==> src/logic/rv_core_pkg.sv <==
package rv_core_pkg;

    // ==================================================
    // Widths and flow control
    // ==================================================
    localparam int XLEN       = 32;
    localparam int REG_ADDR_W = 5;
    localparam int SHAMT_W    = 5;
    localparam int CREDIT_W   = 3;

    localparam logic [CREDIT_W-1:0] RESULT_CREDITS = 3'd4;  // Consumer slots at reset

    typedef logic [XLEN-1:0]       word_t;
    typedef logic [REG_ADDR_W-1:0] reg_addr_t;

    localparam word_t PC_STEP = 32'd4;

    // ==================================================
    // Instruction field positions
    // ==================================================
    localparam int OPCODE_LSB = 0;
    localparam int OPCODE_W   = 7;
    localparam int RD_LSB     = 7;
    localparam int FUNCT3_LSB = 12;
    localparam int FUNCT3_W   = 3;
    localparam int RS1_LSB    = 15;
    localparam int RS2_LSB    = 20;
    localparam int FUNCT7_B5  = 30;   // SUB / SRA select
    localparam int IMM_I_LSB  = 20;
    localparam int IMM_I_W    = 12;
    localparam int IMM_U_LSB  = 12;
    localparam int IMM_U_W    = 20;

    // funct3 codes of the OP / OP-IMM groups
    localparam logic [FUNCT3_W-1:0] F3_ADD_SUB = 3'b000;
    localparam logic [FUNCT3_W-1:0] F3_SLL     = 3'b001;
    localparam logic [FUNCT3_W-1:0] F3_SLT     = 3'b010;
    localparam logic [FUNCT3_W-1:0] F3_SLTU    = 3'b011;
    localparam logic [FUNCT3_W-1:0] F3_XOR     = 3'b100;
    localparam logic [FUNCT3_W-1:0] F3_SR      = 3'b101;
    localparam logic [FUNCT3_W-1:0] F3_OR      = 3'b110;
    localparam logic [FUNCT3_W-1:0] F3_AND     = 3'b111;

    // ==================================================
    // Encodings
    // ==================================================
    typedef enum logic [OPCODE_W-1:0] {
        OPC_OP_IMM = 7'b0010011,
        OPC_AUIPC  = 7'b0010111,
        OPC_OP     = 7'b0110011,
        OPC_LUI    = 7'b0110111
    } opcode_e;

    typedef enum logic [3:0] {
        ALU_ADD, ALU_SUB, ALU_SLL, ALU_SLT, ALU_SLTU,
        ALU_XOR, ALU_SRL, ALU_SRA, ALU_OR, ALU_AND
    } alu_op_e;

    typedef enum logic [1:0] {
        SRC_A_REG, SRC_A_PC, SRC_A_ZERO
    } src_a_e;

endpackage

==> src/logic/pipe_if.sv <==
`timescale 1ns/1ps

// Decode to execute bundle
interface dec_exe_if;
    logic                  valid;
    logic                  illegal;
    rv_core_pkg::alu_op_e  alu_op;
    rv_core_pkg::src_a_e   src_a;
    logic                  use_imm;     // Operand B from immediate
    rv_core_pkg::reg_addr_t rd;
    rv_core_pkg::reg_addr_t rs1;
    rv_core_pkg::reg_addr_t rs2;
    rv_core_pkg::word_t    rs1_data;
    rv_core_pkg::word_t    rs2_data;
    rv_core_pkg::word_t    imm;
    rv_core_pkg::word_t    pc;

    modport dec (
        output valid, illegal, alu_op, src_a, use_imm,
        output rd, rs1, rs2, rs1_data, rs2_data, imm, pc
    );

    modport exe (
        input valid, illegal, alu_op, src_a, use_imm,
        input rd, rs1, rs2, rs1_data, rs2_data, imm, pc
    );
endinterface

// Execute to result bundle
interface exe_res_if;
    logic                   valid;
    logic                   illegal;
    rv_core_pkg::reg_addr_t rd;
    rv_core_pkg::word_t     data;

    modport exe (
        output valid, illegal, rd, data
    );

    modport res (
        input valid, illegal, rd, data
    );
endinterface

==> src/logic/reg_file.sv <==
`timescale 1ns/1ps

module reg_file (
    input  logic                   clk,
    input  logic                   rst_n_i,
    input  rv_core_pkg::reg_addr_t raddr1_i,
    input  rv_core_pkg::reg_addr_t raddr2_i,
    output rv_core_pkg::word_t     rdata1_o,
    output rv_core_pkg::word_t     rdata2_o,
    input  logic                   wen_i,
    input  rv_core_pkg::reg_addr_t waddr_i,
    input  rv_core_pkg::word_t     wdata_i
);

    rv_core_pkg::word_t regs [1:31];   // x0 has no storage

    always_ff @(posedge clk) begin
        if (!rst_n_i) begin
            for (int i = 1; i < 32; i++) begin
                regs[i] <= '0;
            end
        end else if (wen_i && waddr_i != '0) begin
            regs[waddr_i] <= wdata_i;
        end
    end

    // Write-first read, a same-cycle write wins over the stored value
    always_comb begin
        if (raddr1_i == '0)                       rdata1_o = '0;
        else if (wen_i && waddr_i == raddr1_i)    rdata1_o = wdata_i;
        else                                      rdata1_o = regs[raddr1_i];
    end

    always_comb begin
        if (raddr2_i == '0)                       rdata2_o = '0;
        else if (wen_i && waddr_i == raddr2_i)    rdata2_o = wdata_i;
        else                                      rdata2_o = regs[raddr2_i];
    end

endmodule

==> src/logic/decode_stage.sv <==
`timescale 1ns/1ps

module decode_stage (
    input  logic                   clk,
    input  logic                   rst_n_i,
    input  logic                   instr_valid_i,
    input  rv_core_pkg::word_t     instr_i,
    input  logic                   credit_return_i,
    output logic                   instr_ready_o,
    dec_exe_if.dec                 exe_o,
    input  logic                   wb_en_i,
    input  rv_core_pkg::reg_addr_t wb_rd_i,
    input  rv_core_pkg::word_t     wb_data_i
);

    logic [rv_core_pkg::CREDIT_W-1:0] credit_q, credit_d;
    logic                 accept;
    logic                 valid_q;
    rv_core_pkg::word_t   instr_q;
    rv_core_pkg::word_t   pc_q, pc_cnt_q;
    rv_core_pkg::opcode_e opcode;
    logic [rv_core_pkg::FUNCT3_W-1:0] funct3;
    logic                 alt;
    rv_core_pkg::alu_op_e alu_f3;
    rv_core_pkg::word_t   imm_i, imm_u;

    // ==================================================
    // Admission credits and PC
    // ==================================================
    assign instr_ready_o = (credit_q != '0);
    assign accept        = instr_valid_i && instr_ready_o;

    always_comb begin
        credit_d = credit_q;
        if (accept && !credit_return_i)
            credit_d = credit_q - 1'b1;
        else if (!accept && credit_return_i && credit_q != rv_core_pkg::RESULT_CREDITS)
            credit_d = credit_q + 1'b1;   // Saturates at the granted count
    end

    always_ff @(posedge clk) begin
        if (!rst_n_i) begin
            credit_q <= rv_core_pkg::RESULT_CREDITS;
            pc_cnt_q <= '0;
            valid_q  <= 1'b0;
        end else begin
            credit_q <= credit_d;
            valid_q  <= accept;
            if (accept) pc_cnt_q <= pc_cnt_q + rv_core_pkg::PC_STEP;
        end
    end

    always_ff @(posedge clk) begin
        if (accept) begin
            instr_q <= instr_i;
            pc_q    <= pc_cnt_q;
        end
    end

    // ==================================================
    // Field and immediate decode
    // ==================================================
    assign opcode = rv_core_pkg::opcode_e'(
                        instr_q[rv_core_pkg::OPCODE_LSB +: rv_core_pkg::OPCODE_W]);
    assign funct3 = instr_q[rv_core_pkg::FUNCT3_LSB +: rv_core_pkg::FUNCT3_W];
    assign alt    = instr_q[rv_core_pkg::FUNCT7_B5];

    assign imm_i = {{(rv_core_pkg::XLEN - rv_core_pkg::IMM_I_W){instr_q[rv_core_pkg::XLEN-1]}},
                    instr_q[rv_core_pkg::IMM_I_LSB +: rv_core_pkg::IMM_I_W]};
    assign imm_u = {instr_q[rv_core_pkg::IMM_U_LSB +: rv_core_pkg::IMM_U_W],
                    {(rv_core_pkg::XLEN - rv_core_pkg::IMM_U_W){1'b0}}};

    always_comb begin
        case (funct3)
            rv_core_pkg::F3_ADD_SUB: alu_f3 = (alt && opcode == rv_core_pkg::OPC_OP) ?
                                              rv_core_pkg::ALU_SUB : rv_core_pkg::ALU_ADD;
            rv_core_pkg::F3_SLL:     alu_f3 = rv_core_pkg::ALU_SLL;
            rv_core_pkg::F3_SLT:     alu_f3 = rv_core_pkg::ALU_SLT;
            rv_core_pkg::F3_SLTU:    alu_f3 = rv_core_pkg::ALU_SLTU;
            rv_core_pkg::F3_XOR:     alu_f3 = rv_core_pkg::ALU_XOR;
            rv_core_pkg::F3_SR:      alu_f3 = alt ? rv_core_pkg::ALU_SRA : rv_core_pkg::ALU_SRL;
            rv_core_pkg::F3_OR:      alu_f3 = rv_core_pkg::ALU_OR;
            rv_core_pkg::F3_AND:     alu_f3 = rv_core_pkg::ALU_AND;
        endcase
    end

    always_comb begin
        exe_o.alu_op  = rv_core_pkg::ALU_ADD;
        exe_o.src_a   = rv_core_pkg::SRC_A_REG;
        exe_o.use_imm = 1'b0;
        exe_o.illegal = 1'b0;
        exe_o.imm     = imm_i;
        case (opcode)
            rv_core_pkg::OPC_OP:     exe_o.alu_op = alu_f3;
            rv_core_pkg::OPC_OP_IMM: begin
                exe_o.alu_op  = alu_f3;
                exe_o.use_imm = 1'b1;
            end
            rv_core_pkg::OPC_LUI: begin
                exe_o.src_a   = rv_core_pkg::SRC_A_ZERO;
                exe_o.use_imm = 1'b1;
                exe_o.imm     = imm_u;
            end
            rv_core_pkg::OPC_AUIPC: begin
                exe_o.src_a   = rv_core_pkg::SRC_A_PC;
                exe_o.use_imm = 1'b1;
                exe_o.imm     = imm_u;
            end
            default: exe_o.illegal = 1'b1;
        endcase
    end

    assign exe_o.valid = valid_q;
    assign exe_o.pc    = pc_q;
    assign exe_o.rs1   = instr_q[rv_core_pkg::RS1_LSB +: rv_core_pkg::REG_ADDR_W];
    assign exe_o.rs2   = instr_q[rv_core_pkg::RS2_LSB +: rv_core_pkg::REG_ADDR_W];
    assign exe_o.rd    = exe_o.illegal ? '0 :
                         instr_q[rv_core_pkg::RD_LSB +: rv_core_pkg::REG_ADDR_W];

    reg_file reg_file_i (
        .clk      (clk),
        .rst_n_i  (rst_n_i),
        .raddr1_i (exe_o.rs1),
        .raddr2_i (exe_o.rs2),
        .rdata1_o (exe_o.rs1_data),
        .rdata2_o (exe_o.rs2_data),
        .wen_i    (wb_en_i),
        .waddr_i  (wb_rd_i),
        .wdata_i  (wb_data_i)
    );

endmodule

==> src/logic/execute_stage.sv <==
`timescale 1ns/1ps

module execute_stage (
    input  logic                   clk,
    input  logic                   rst_n_i,
    dec_exe_if.exe                 dec_i,
    exe_res_if.exe                 res_o,
    input  logic                   wb_en_i,
    input  rv_core_pkg::reg_addr_t wb_rd_i,
    input  rv_core_pkg::word_t     wb_data_i
);

    logic                   valid_q;
    logic                   illegal_q;
    rv_core_pkg::alu_op_e   alu_op_q;
    rv_core_pkg::src_a_e    src_a_q;
    logic                   use_imm_q;
    rv_core_pkg::reg_addr_t rd_q, rs1_q, rs2_q;
    rv_core_pkg::word_t     rs1_data_q, rs2_data_q, imm_q, pc_q;
    rv_core_pkg::word_t     rs1_fwd, rs2_fwd;
    rv_core_pkg::word_t     op_a, op_b, alu_res;
    logic [rv_core_pkg::SHAMT_W-1:0] shamt;

    // ==================================================
    // Execute register
    // ==================================================
    always_ff @(posedge clk) begin
        if (!rst_n_i) valid_q <= 1'b0;
        else          valid_q <= dec_i.valid;
    end

    always_ff @(posedge clk) begin
        illegal_q  <= dec_i.illegal;
        alu_op_q   <= dec_i.alu_op;
        src_a_q    <= dec_i.src_a;
        use_imm_q  <= dec_i.use_imm;
        rd_q       <= dec_i.rd;
        rs1_q      <= dec_i.rs1;
        rs2_q      <= dec_i.rs2;
        rs1_data_q <= dec_i.rs1_data;
        rs2_data_q <= dec_i.rs2_data;
        imm_q      <= dec_i.imm;
        pc_q       <= dec_i.pc;
    end

    // Forward from the result stage, x0 never forwarded
    assign rs1_fwd = (wb_en_i && wb_rd_i == rs1_q && rs1_q != '0) ? wb_data_i : rs1_data_q;
    assign rs2_fwd = (wb_en_i && wb_rd_i == rs2_q && rs2_q != '0) ? wb_data_i : rs2_data_q;

    always_comb begin
        case (src_a_q)
            rv_core_pkg::SRC_A_REG: op_a = rs1_fwd;
            rv_core_pkg::SRC_A_PC:  op_a = pc_q;       // AUIPC
            default:                op_a = '0;         // LUI
        endcase
    end

    assign op_b  = use_imm_q ? imm_q : rs2_fwd;
    assign shamt = op_b[rv_core_pkg::SHAMT_W-1:0];

    // ==================================================
    // ALU
    // ==================================================
    always_comb begin
        case (alu_op_q)
            rv_core_pkg::ALU_ADD:  alu_res = op_a + op_b;
            rv_core_pkg::ALU_SUB:  alu_res = op_a - op_b;
            rv_core_pkg::ALU_SLL:  alu_res = op_a << shamt;
            rv_core_pkg::ALU_SLT:  alu_res = rv_core_pkg::word_t'($signed(op_a) < $signed(op_b));
            rv_core_pkg::ALU_SLTU: alu_res = rv_core_pkg::word_t'(op_a < op_b);
            rv_core_pkg::ALU_XOR:  alu_res = op_a ^ op_b;
            rv_core_pkg::ALU_SRL:  alu_res = op_a >> shamt;
            rv_core_pkg::ALU_SRA:  alu_res = $signed(op_a) >>> shamt;
            rv_core_pkg::ALU_OR:   alu_res = op_a | op_b;
            default:               alu_res = op_a & op_b;
        endcase
    end

    assign res_o.valid   = valid_q;
    assign res_o.illegal = illegal_q;
    assign res_o.rd      = rd_q;
    assign res_o.data    = illegal_q ? '0 : alu_res;   // Illegal reports zero

endmodule

==> src/logic/result_stage.sv <==
`timescale 1ns/1ps

module result_stage (
    input  logic                   clk,
    input  logic                   rst_n_i,
    exe_res_if.res                 exe_i,
    output logic                   res_valid_o,
    output rv_core_pkg::reg_addr_t res_rd_o,
    output rv_core_pkg::word_t     res_data_o,
    output logic                   res_illegal_o,
    output logic                   wb_en_o,
    output rv_core_pkg::reg_addr_t wb_rd_o,
    output rv_core_pkg::word_t     wb_data_o
);

    logic                   valid_q;
    logic                   illegal_q;
    rv_core_pkg::reg_addr_t rd_q;
    rv_core_pkg::word_t     data_q;

    // ==================================================
    // Result register
    // ==================================================
    always_ff @(posedge clk) begin
        if (!rst_n_i) valid_q <= 1'b0;
        else          valid_q <= exe_i.valid;
    end

    always_ff @(posedge clk) begin
        illegal_q <= exe_i.illegal;
        rd_q      <= exe_i.rd;
        data_q    <= exe_i.data;
    end

    // Output record, one cycle per result
    assign res_valid_o   = valid_q;
    assign res_rd_o      = rd_q;
    assign res_data_o    = data_q;
    assign res_illegal_o = illegal_q;

    // Register write, legal records with a real destination only
    assign wb_en_o   = valid_q && !illegal_q && (rd_q != '0);
    assign wb_rd_o   = rd_q;
    assign wb_data_o = data_q;

endmodule

==> src/logic/rv_int_pipe.sv <==
`timescale 1ns/1ps

module rv_int_pipe (
    input  logic                   clk,
    input  logic                   rst_n_i,

    // Instruction stream
    input  logic                   instr_valid_i,
    input  rv_core_pkg::word_t     instr_i,
    output logic                   instr_ready_o,

    // Result record
    output logic                   res_valid_o,
    output rv_core_pkg::reg_addr_t res_rd_o,
    output rv_core_pkg::word_t     res_data_o,
    output logic                   res_illegal_o,

    input  logic                   credit_return_i   // One per drained result
);

    dec_exe_if dec_exe ();
    exe_res_if exe_res ();

    // Write-back path
    logic                   wb_en;
    rv_core_pkg::reg_addr_t wb_rd;
    rv_core_pkg::word_t     wb_data;

    decode_stage decode_stage_i (
        .clk             (clk),
        .rst_n_i         (rst_n_i),
        .instr_valid_i   (instr_valid_i),
        .instr_i         (instr_i),
        .credit_return_i (credit_return_i),
        .instr_ready_o   (instr_ready_o),
        .exe_o           (dec_exe),
        .wb_en_i         (wb_en),
        .wb_rd_i         (wb_rd),
        .wb_data_i       (wb_data)
    );

    execute_stage execute_stage_i (
        .clk       (clk),
        .rst_n_i   (rst_n_i),
        .dec_i     (dec_exe),
        .res_o     (exe_res),
        .wb_en_i   (wb_en),
        .wb_rd_i   (wb_rd),
        .wb_data_i (wb_data)
    );

    result_stage result_stage_i (
        .clk           (clk),
        .rst_n_i       (rst_n_i),
        .exe_i         (exe_res),
        .res_valid_o   (res_valid_o),
        .res_rd_o      (res_rd_o),
        .res_data_o    (res_data_o),
        .res_illegal_o (res_illegal_o),
        .wb_en_o       (wb_en),
        .wb_rd_o       (wb_rd),
        .wb_data_o     (wb_data)
    );

endmodule

==> config.mk <==
export PLATFORM = sky130hd
export DESIGN_NAME = rv_int_pipe
export DESIGN_NICKNAME = d
export VERILOG_FILES = /design/src/logic/rv_core_pkg.sv /design/src/logic/pipe_if.sv /design/src/logic/reg_file.sv /design/src/logic/decode_stage.sv /design/src/logic/execute_stage.sv /design/src/logic/result_stage.sv /design/src/logic/rv_int_pipe.sv
export SDC_FILE = /design/constraint.sdc
export NUM_CORES = 2
export LEC_CHECK = 0
export ABC_AREA = 1
export BUFFER_PORTS_ARGS = -buffer_cell sky130_fd_sc_hd__buf_2
export CORE_MARGIN = 2
export CORE_UTILIZATION = 34
export DETAILED_ROUTE_END_ITERATION = 8
export GPL_ROUTABILITY_DRIVEN = 0
export PLACE_DENSITY_LB_ADDON = 0.08
export SYNTH_ARGS = -nofsm -noshare
export SYNTH_HDL_FRONTEND = slang
export SYNTH_SLANG_ARGS = --single-unit
==> constraint.sdc <==
create_clock -name clk -period 4.71 [get_ports clk]
set_clock_uncertainty 0.1 [all_clocks]
set_input_delay 0.471 -clock clk [delete_from_list [all_inputs] [get_ports clk]]
set_output_delay 0.471 -clock clk [all_outputs]
set_load 0.01 [all_outputs]
# Word-level counts from Yosys, hierarchy flattened
# Memories as Yosys holds them, arrays and structs flattened. A register that Yosys moved wholly into a read port is not among the register bits.
# Cells that the tools add are included.
# totals
regBits	291
latchBits	0
ram_bits	992
mem_bits_ro	0
input_bits	36
elab_cells	118
n_memories	1
# memory_table
name	depth	width	rd	rd_ports_with_merged_regs	wr	line_no	text
decode_stage_i.reg_file_i.regs	31	32	2	2	31	reg_file.sv:15	rv_core_pkg::word_t regs [1:31];
# classes
n_addsub	5
mul	0
n_div	0
magnitude_cmp	2
eq_ne	25
shifts	3
mux	25
bitwise_logic	3
reduce_logical	32
# ops
operator	n
$pmux 32 s9	1
$mux 32	6
$lt 32x32->1	2
$pmux 32 s2	1
$add 32x3->32 const B	1
$add 32x32->32	1
$and 32x32->32	1
$or 32x32->32	1
$pmux 4 s8	1
$reduce_or 32->1	1
$shl 32x5->32	1
$shr 32x5->32	1
$sshr 32x5->32	1
$sub 32x32->32	1
$xor 32x32->32	1
$mux 31	1
$eq 5x5->1	4
$eq 4x3->1 const B	4
$mux 5	3
$reduce_bool 5->1	3
$eq 7x5->1 const B	2
$eq 7x6->1 const B	2
$logic_and 1x1->1	14
$eq 3x3->1 const B	4
22 further kinds	37

# Logic depth before layout (Yosys ltp)
# depth
ltp_word	9
mapped_depth	35
ltp_nobuf	32

# By module
# From an unflattened synthesis, not the netlist that was laid out.
# unflattened
cells_unflattened	10403
area_unflattened_um2	77759.6
# by_module_without_submodules
module	instances	cells_per_inst	area_per_inst_um2	seq_area_each_um2
reg_file	1	7423	57968.1	30749.5
execute_stage	1	2414	14407.6	3042.9
decode_stage	1	480	4281.6	2542.4
result_stage	1	86	1102.3	780.7

# Least setup slack after synthesis
# No wires, ideal clock.
# synth_path
path_kind	reg2reg
from	reg result_stage_i.rd_q[1] (netlist: result_stage_i.res_rd_o[1])
to	reg result_stage_i.data_q[27] (netlist: result_stage_i.res_data_o[27])
setup_ns	0.119
arrival_time_ns	3.774
setup_slack_ns	0.717
path_stages_with_launch	31
n_path_buf	4
synth_period_minus_slack_ns	3.993
path_cell_list	dfxtp_1 -> buf_4 -> inv_2 -> nand2_1 -> nand2_1 -> nor2_1 -> nand2_1 -> nor2_4 -> nand2_4 -> inv_2 -> buf_6 -> clkbuf_1 -> nand2_1 -> o211ai_1 -> and2_1 -> inv_1 -> ha_1 -> clkbuf_1 -> inv_1 -> a21oi_1 -> inv_1 -> a21oi_1 -> o21ai_0 -> a21oi_1 -> o21ai_0 -> or2_1 -> nand3_1 -> o211ai_1 -> nand3b_1 -> nor2_1 -> a21oi_1
# synth_via
elab_chain_cells	8
word_cells_on_any_way	21
# synth_lines
item	line_no	text
from (decl)	result_stage.sv:18	rv_core_pkg::reg_addr_t rd_q;
from (signal assigned)	result_stage.sv:31	rd_q <= exe_i.rd;
$reduce_bool 5->1	result_stage.sv:42	assign wb_en_o = valid_q && !illegal_q && (rd_q != '0);
$logic_and 1x1->1	result_stage.sv:42	
$logic_and 1x1->1, on equally long branches (2 in a row)	execute_stage.sv:47, execute_stage.sv:48	
$mux 32, on equally long branches	execute_stage.sv:47, execute_stage.sv:48	
$pmux 32 s2 or $mux 32 (tied branches)	execute_stage.sv:51, execute_stage.sv:58	
$sub 32x32->32, or another cell as far along	execute_stage.sv:67	rv_core_pkg::ALU_SUB: alu_res = op_a - op_b;
$pmux 32 s9 *	execute_stage.sv:65	case (alu_op_q)
to (signal assigned)	result_stage.sv:32	data_q <= exe_i.data;
to (decl)	result_stage.sv:19	rv_core_pkg::word_t data_q;
# Mark *: on every way between the ends. The rest lies on a longest branch, timed or not.
# A chain may end at the register's enable or synchronous reset.

# Worst setup path after layout
# layout_path
from	reg result_stage_i.rd_q[3] (netlist: result_stage_i.res_rd_o[3])
to	reg result_stage_i.data_q[0] (netlist: result_stage_i.res_data_o[0])
# layout_via
elab_chain_cells	8
word_cells_on_any_way	23
# layout_lines
item	line_no
$reduce_bool 5->1	result_stage.sv:42
$logic_and 1x1->1	result_stage.sv:42
$logic_and 1x1->1, on equally long branches (2 in a row)	execute_stage.sv:47, execute_stage.sv:48
$mux 32, on equally long branches	execute_stage.sv:47, execute_stage.sv:48
$pmux 32 s2 or $mux 32 (tied branches)	execute_stage.sv:51, execute_stage.sv:58
$sub 32x32->32, or another cell as far along	execute_stage.sv:67
$pmux 32 s9 *	execute_stage.sv:65
# Marked as above.

==> results.txt <==
vias in the first global route: 64.7k
clk_lat worst skew: 0.84 ns
Die Y: 472 um
Post-synth EDFFs: 1086
Setup Buffers After CTS: 0
worst setup margin: 0.317 ns
slowest cell delay on critical path: 0.47 ns
Top delay family on crit path: simple AND/OR/NAND/NOR gates
register area: 37300 um^2
Clock transition at path regs: 0.07 ns
Yosys top cell area share: 43.8%
CTS tree: built
GRT Total Usage: 30.4%
top cells by area, synth: edfxtp_1 44%, a21oi_1 7.3%, o21ai_0 6.8%
Unique masters post-synth: 64
outcome: finished clean
via-per-instance ratio: 5.81
Syn Area/Cell: 8.11 um^2
Die X: 472 um
Final Setup Violations: 0
average wire per standard cell: 29.0 um
final worst-path cycle share: 93.3%
largest net degree at the start of global routing: 130
Sw Pwr: 14900 uW
Initial Util: 34.3%
unrepaired setup endpoints after global routing: yes
ys async rst share: 0%
Post-Synthesis Cells: 9187
Fin. Hold Viols: 0
Area Overhead vs Synth: 13.1%
pins over their slew limit: 0
Internal Pwr Total: 23800 uW
Setup WS pre-CTS: 0.222 ns
clk buf depth: 3
DRC: 0
count leader, synth: nand2_1
CP max-delay cell: dfxtp_1
DRT iter0 DRCs: 8503
Pleak: 0.0316 uW
CP Buf/Inv Count: 8
Fillers: 22.0k
fmax: 228 MHz
Commonest cells post-synth: 1209 x nand2_1, 1193 x nor2_1, 1087 x a21oi_1
Core ar.: 218000 um^2
post-route ant nets: 0
PortBufs: 75
VDD IR max: 0.000395 V
clk sinks: 1319
critical path class: register to register
CP Capture Type: register
IO Count: 76
switching share of total power: 38.4%
Vias: 70.0k
Std-Cell Rows: 171
part of the power in combinational logic: 32.7%
Slew HR: 10.9%
share of layout cells above drive strength 1: 8.85%
Clk pwr share: 31.9%
Final HPWL DP: 230 mm
Hold Slack: 0.0832 ns
fin crit period: 4.39 ns
sequential share of power: 35.4%
Routed WL: 350 mm
maximum fanout along the worst path: 27
area of the mapped netlist: 74500 um^2
total die area: 223000 um^2
CTS H-tree depth: 4
total gr overflow: 0
Multi-input gate area: 31100 um^2
synth warn: 0
FF+latch count, synth: 1319
Arr. time, crit path: 5.04 ns
Seq/Total Area, Yosys: 50.0%
CTS buffer count: 158
Worst Tran Pin Value: 1.33 ns
Tot Pwr: 38700 uW
Critical Path Source Type: register
final net count: 9189
Max Cap Viol: 0
main flop type after synthesis: edfxtp_1
Hold Crit Class: primary input to register
Worst Path Required: 5.36 ns
Power per Cell Area: 459 nW/um^2
antenna violations before repair: 19
first-pass GRT wire length: 487 mm
root buf cell: clkbuf_16
area leader, netlist: edfxtp_1
drt pass-1 iters: 7
## final cells by class
type,count,share of cell area [%]
Clock buffer,208,5.11
Inverter,876,3.92
Sequential cell,1319,44.3
Clock inverter,80,0.906
Timing Repair Buffer,465,4.64
Multi-Input combinational cell,6232,36.9
Tap cell,2854,4.24
Antenna cell,5,0.0148
## path summary, 6_finish.rpt
kind,to,cells past startpoint,from,slack [ns]
setup reg to reg,result_stage_i.res_data_o[0],29,result_stage_i.res_rd_o[3],0.32
hold / removal,decode_stage_i.pc_cnt_q[4],4,instr_valid_i,0.08
hold reg to reg,execute_stage_i.pc_q[20],0,decode_stage_i.exe_o.pc[20],0.22
setup / recovery,result_stage_i.res_data_o[0],29,result_stage_i.res_rd_o[3],0.32
## routing by layer
metal | GRT usage, % | vias up | wire length, um
li1 | - | 31420 | -
met1 | 40.6 | 34266 | 145000
met2 | 46.1 | 3581 | 152000
met3 | 6.56 | 712 | 31900
met4 | 16.0 | 4 | 20300
met5 | 0 | - | 27
## power by group through the flow
stage,sequential (uW),combinational (uW),clock [uW]
3_3_place_gp,13900,12200,0
5_1_grt,13700,13500,12900
3_5_place_dp,13900,12200,0
4_1_cts,13700,12200,12500
6_report,13700,12600,12400
2_1_floorplan,13600,7540,0
## through the flow
stage / TNS (ns) / cells / utilization, % / instance area, um^2
floorplan: 0 / 9218 / - / 74600
global placement: 0 / 11712 / 36.2 / 78800
detailed placement: 0 / 11712 / 36.2 / 78800
CTS: 0 / 12034 / 38.7 / 84200
global route: -0.0426 / 12035 / 38.7 / 84200
finish: 0 / 12039 / 38.7 / 84300
## placed cells by master, fill, tap and decap left out, types with 53 or more instances in the layout
master / instances
o221ai_1: 172
buf_2: 74
ha_1: 97
clkbuf_16: 163
nand4_1: 64
nand2_2: 59
nand2_1: 1163
nor2_1: 1190
edfxtp_1: 1086
o21ai_0: 1016
inv_1: 825
dfxtp_1: 220
a21oi_1: 1085
o211ai_1: 234
buf_4: 315
clkinv_1: 53
nand3_1: 823
## timing repair
item | in CTS | in global routing
setup endpoints to repair | 0 | 16
hold buffers | 34 | 0
hold endpoints to repair | 67 | 0
gates resized for setup | 0 | 19
## cells by family (layout without fill, tap and decap cells)
group	after synthesis	count (layout)	synth area share, %
AO/OA/AOI/OAI	2661	2661	20.0
flip-flops	1319	1319	50.0
buffers and inverters	1667	1629	8.72
other	1	37	0.00503
adder cells (fa/ha/maj)	101	101	1.73
AND/OR/NAND/NOR	3419	3419	19.3
XOR/XNOR	19	19	0.233
## state kept, by name, indices dropped and copies added (netlist names), named ones only
name	cells
execute_stage_i.res_o.rd	5
execute_stage_i.src_a_q	2
execute_stage_i.alu_op_q	4
decode_stage_i.reg_file_i.regs	1024
result_stage_i.res_rd_o	5
execute_stage_i.rs2_q	5
result_stage_i.res_data_o	32
result_stage_i.res_valid_o	1
result_stage_i.res_illegal_o	1
execute_stage_i.rs2_data_q	32
execute_stage_i.use_imm_q	1
decode_stage_i.instr_q	32
decode_stage_i.pc_cnt_q	30
execute_stage_i.imm_q	32
execute_stage_i.pc_q	30
execute_stage_i.rs1_data_q	32
decode_stage_i.credit_q	3
decode_stage_i.exe_o.valid	1
decode_stage_i.exe_o.pc	30
execute_stage_i.rs1_q	5
execute_stage_i.res_o.valid	1
execute_stage_i.res_o.illegal	1
## tightest hold or removal path, cell delays in order
cell      delay (ns)
buf_2           0.10
a21boi_4        0.22
nand2_1         0.09
a21oi_1         0.06
Note: power is estimated with default switching activity, not from simulation.
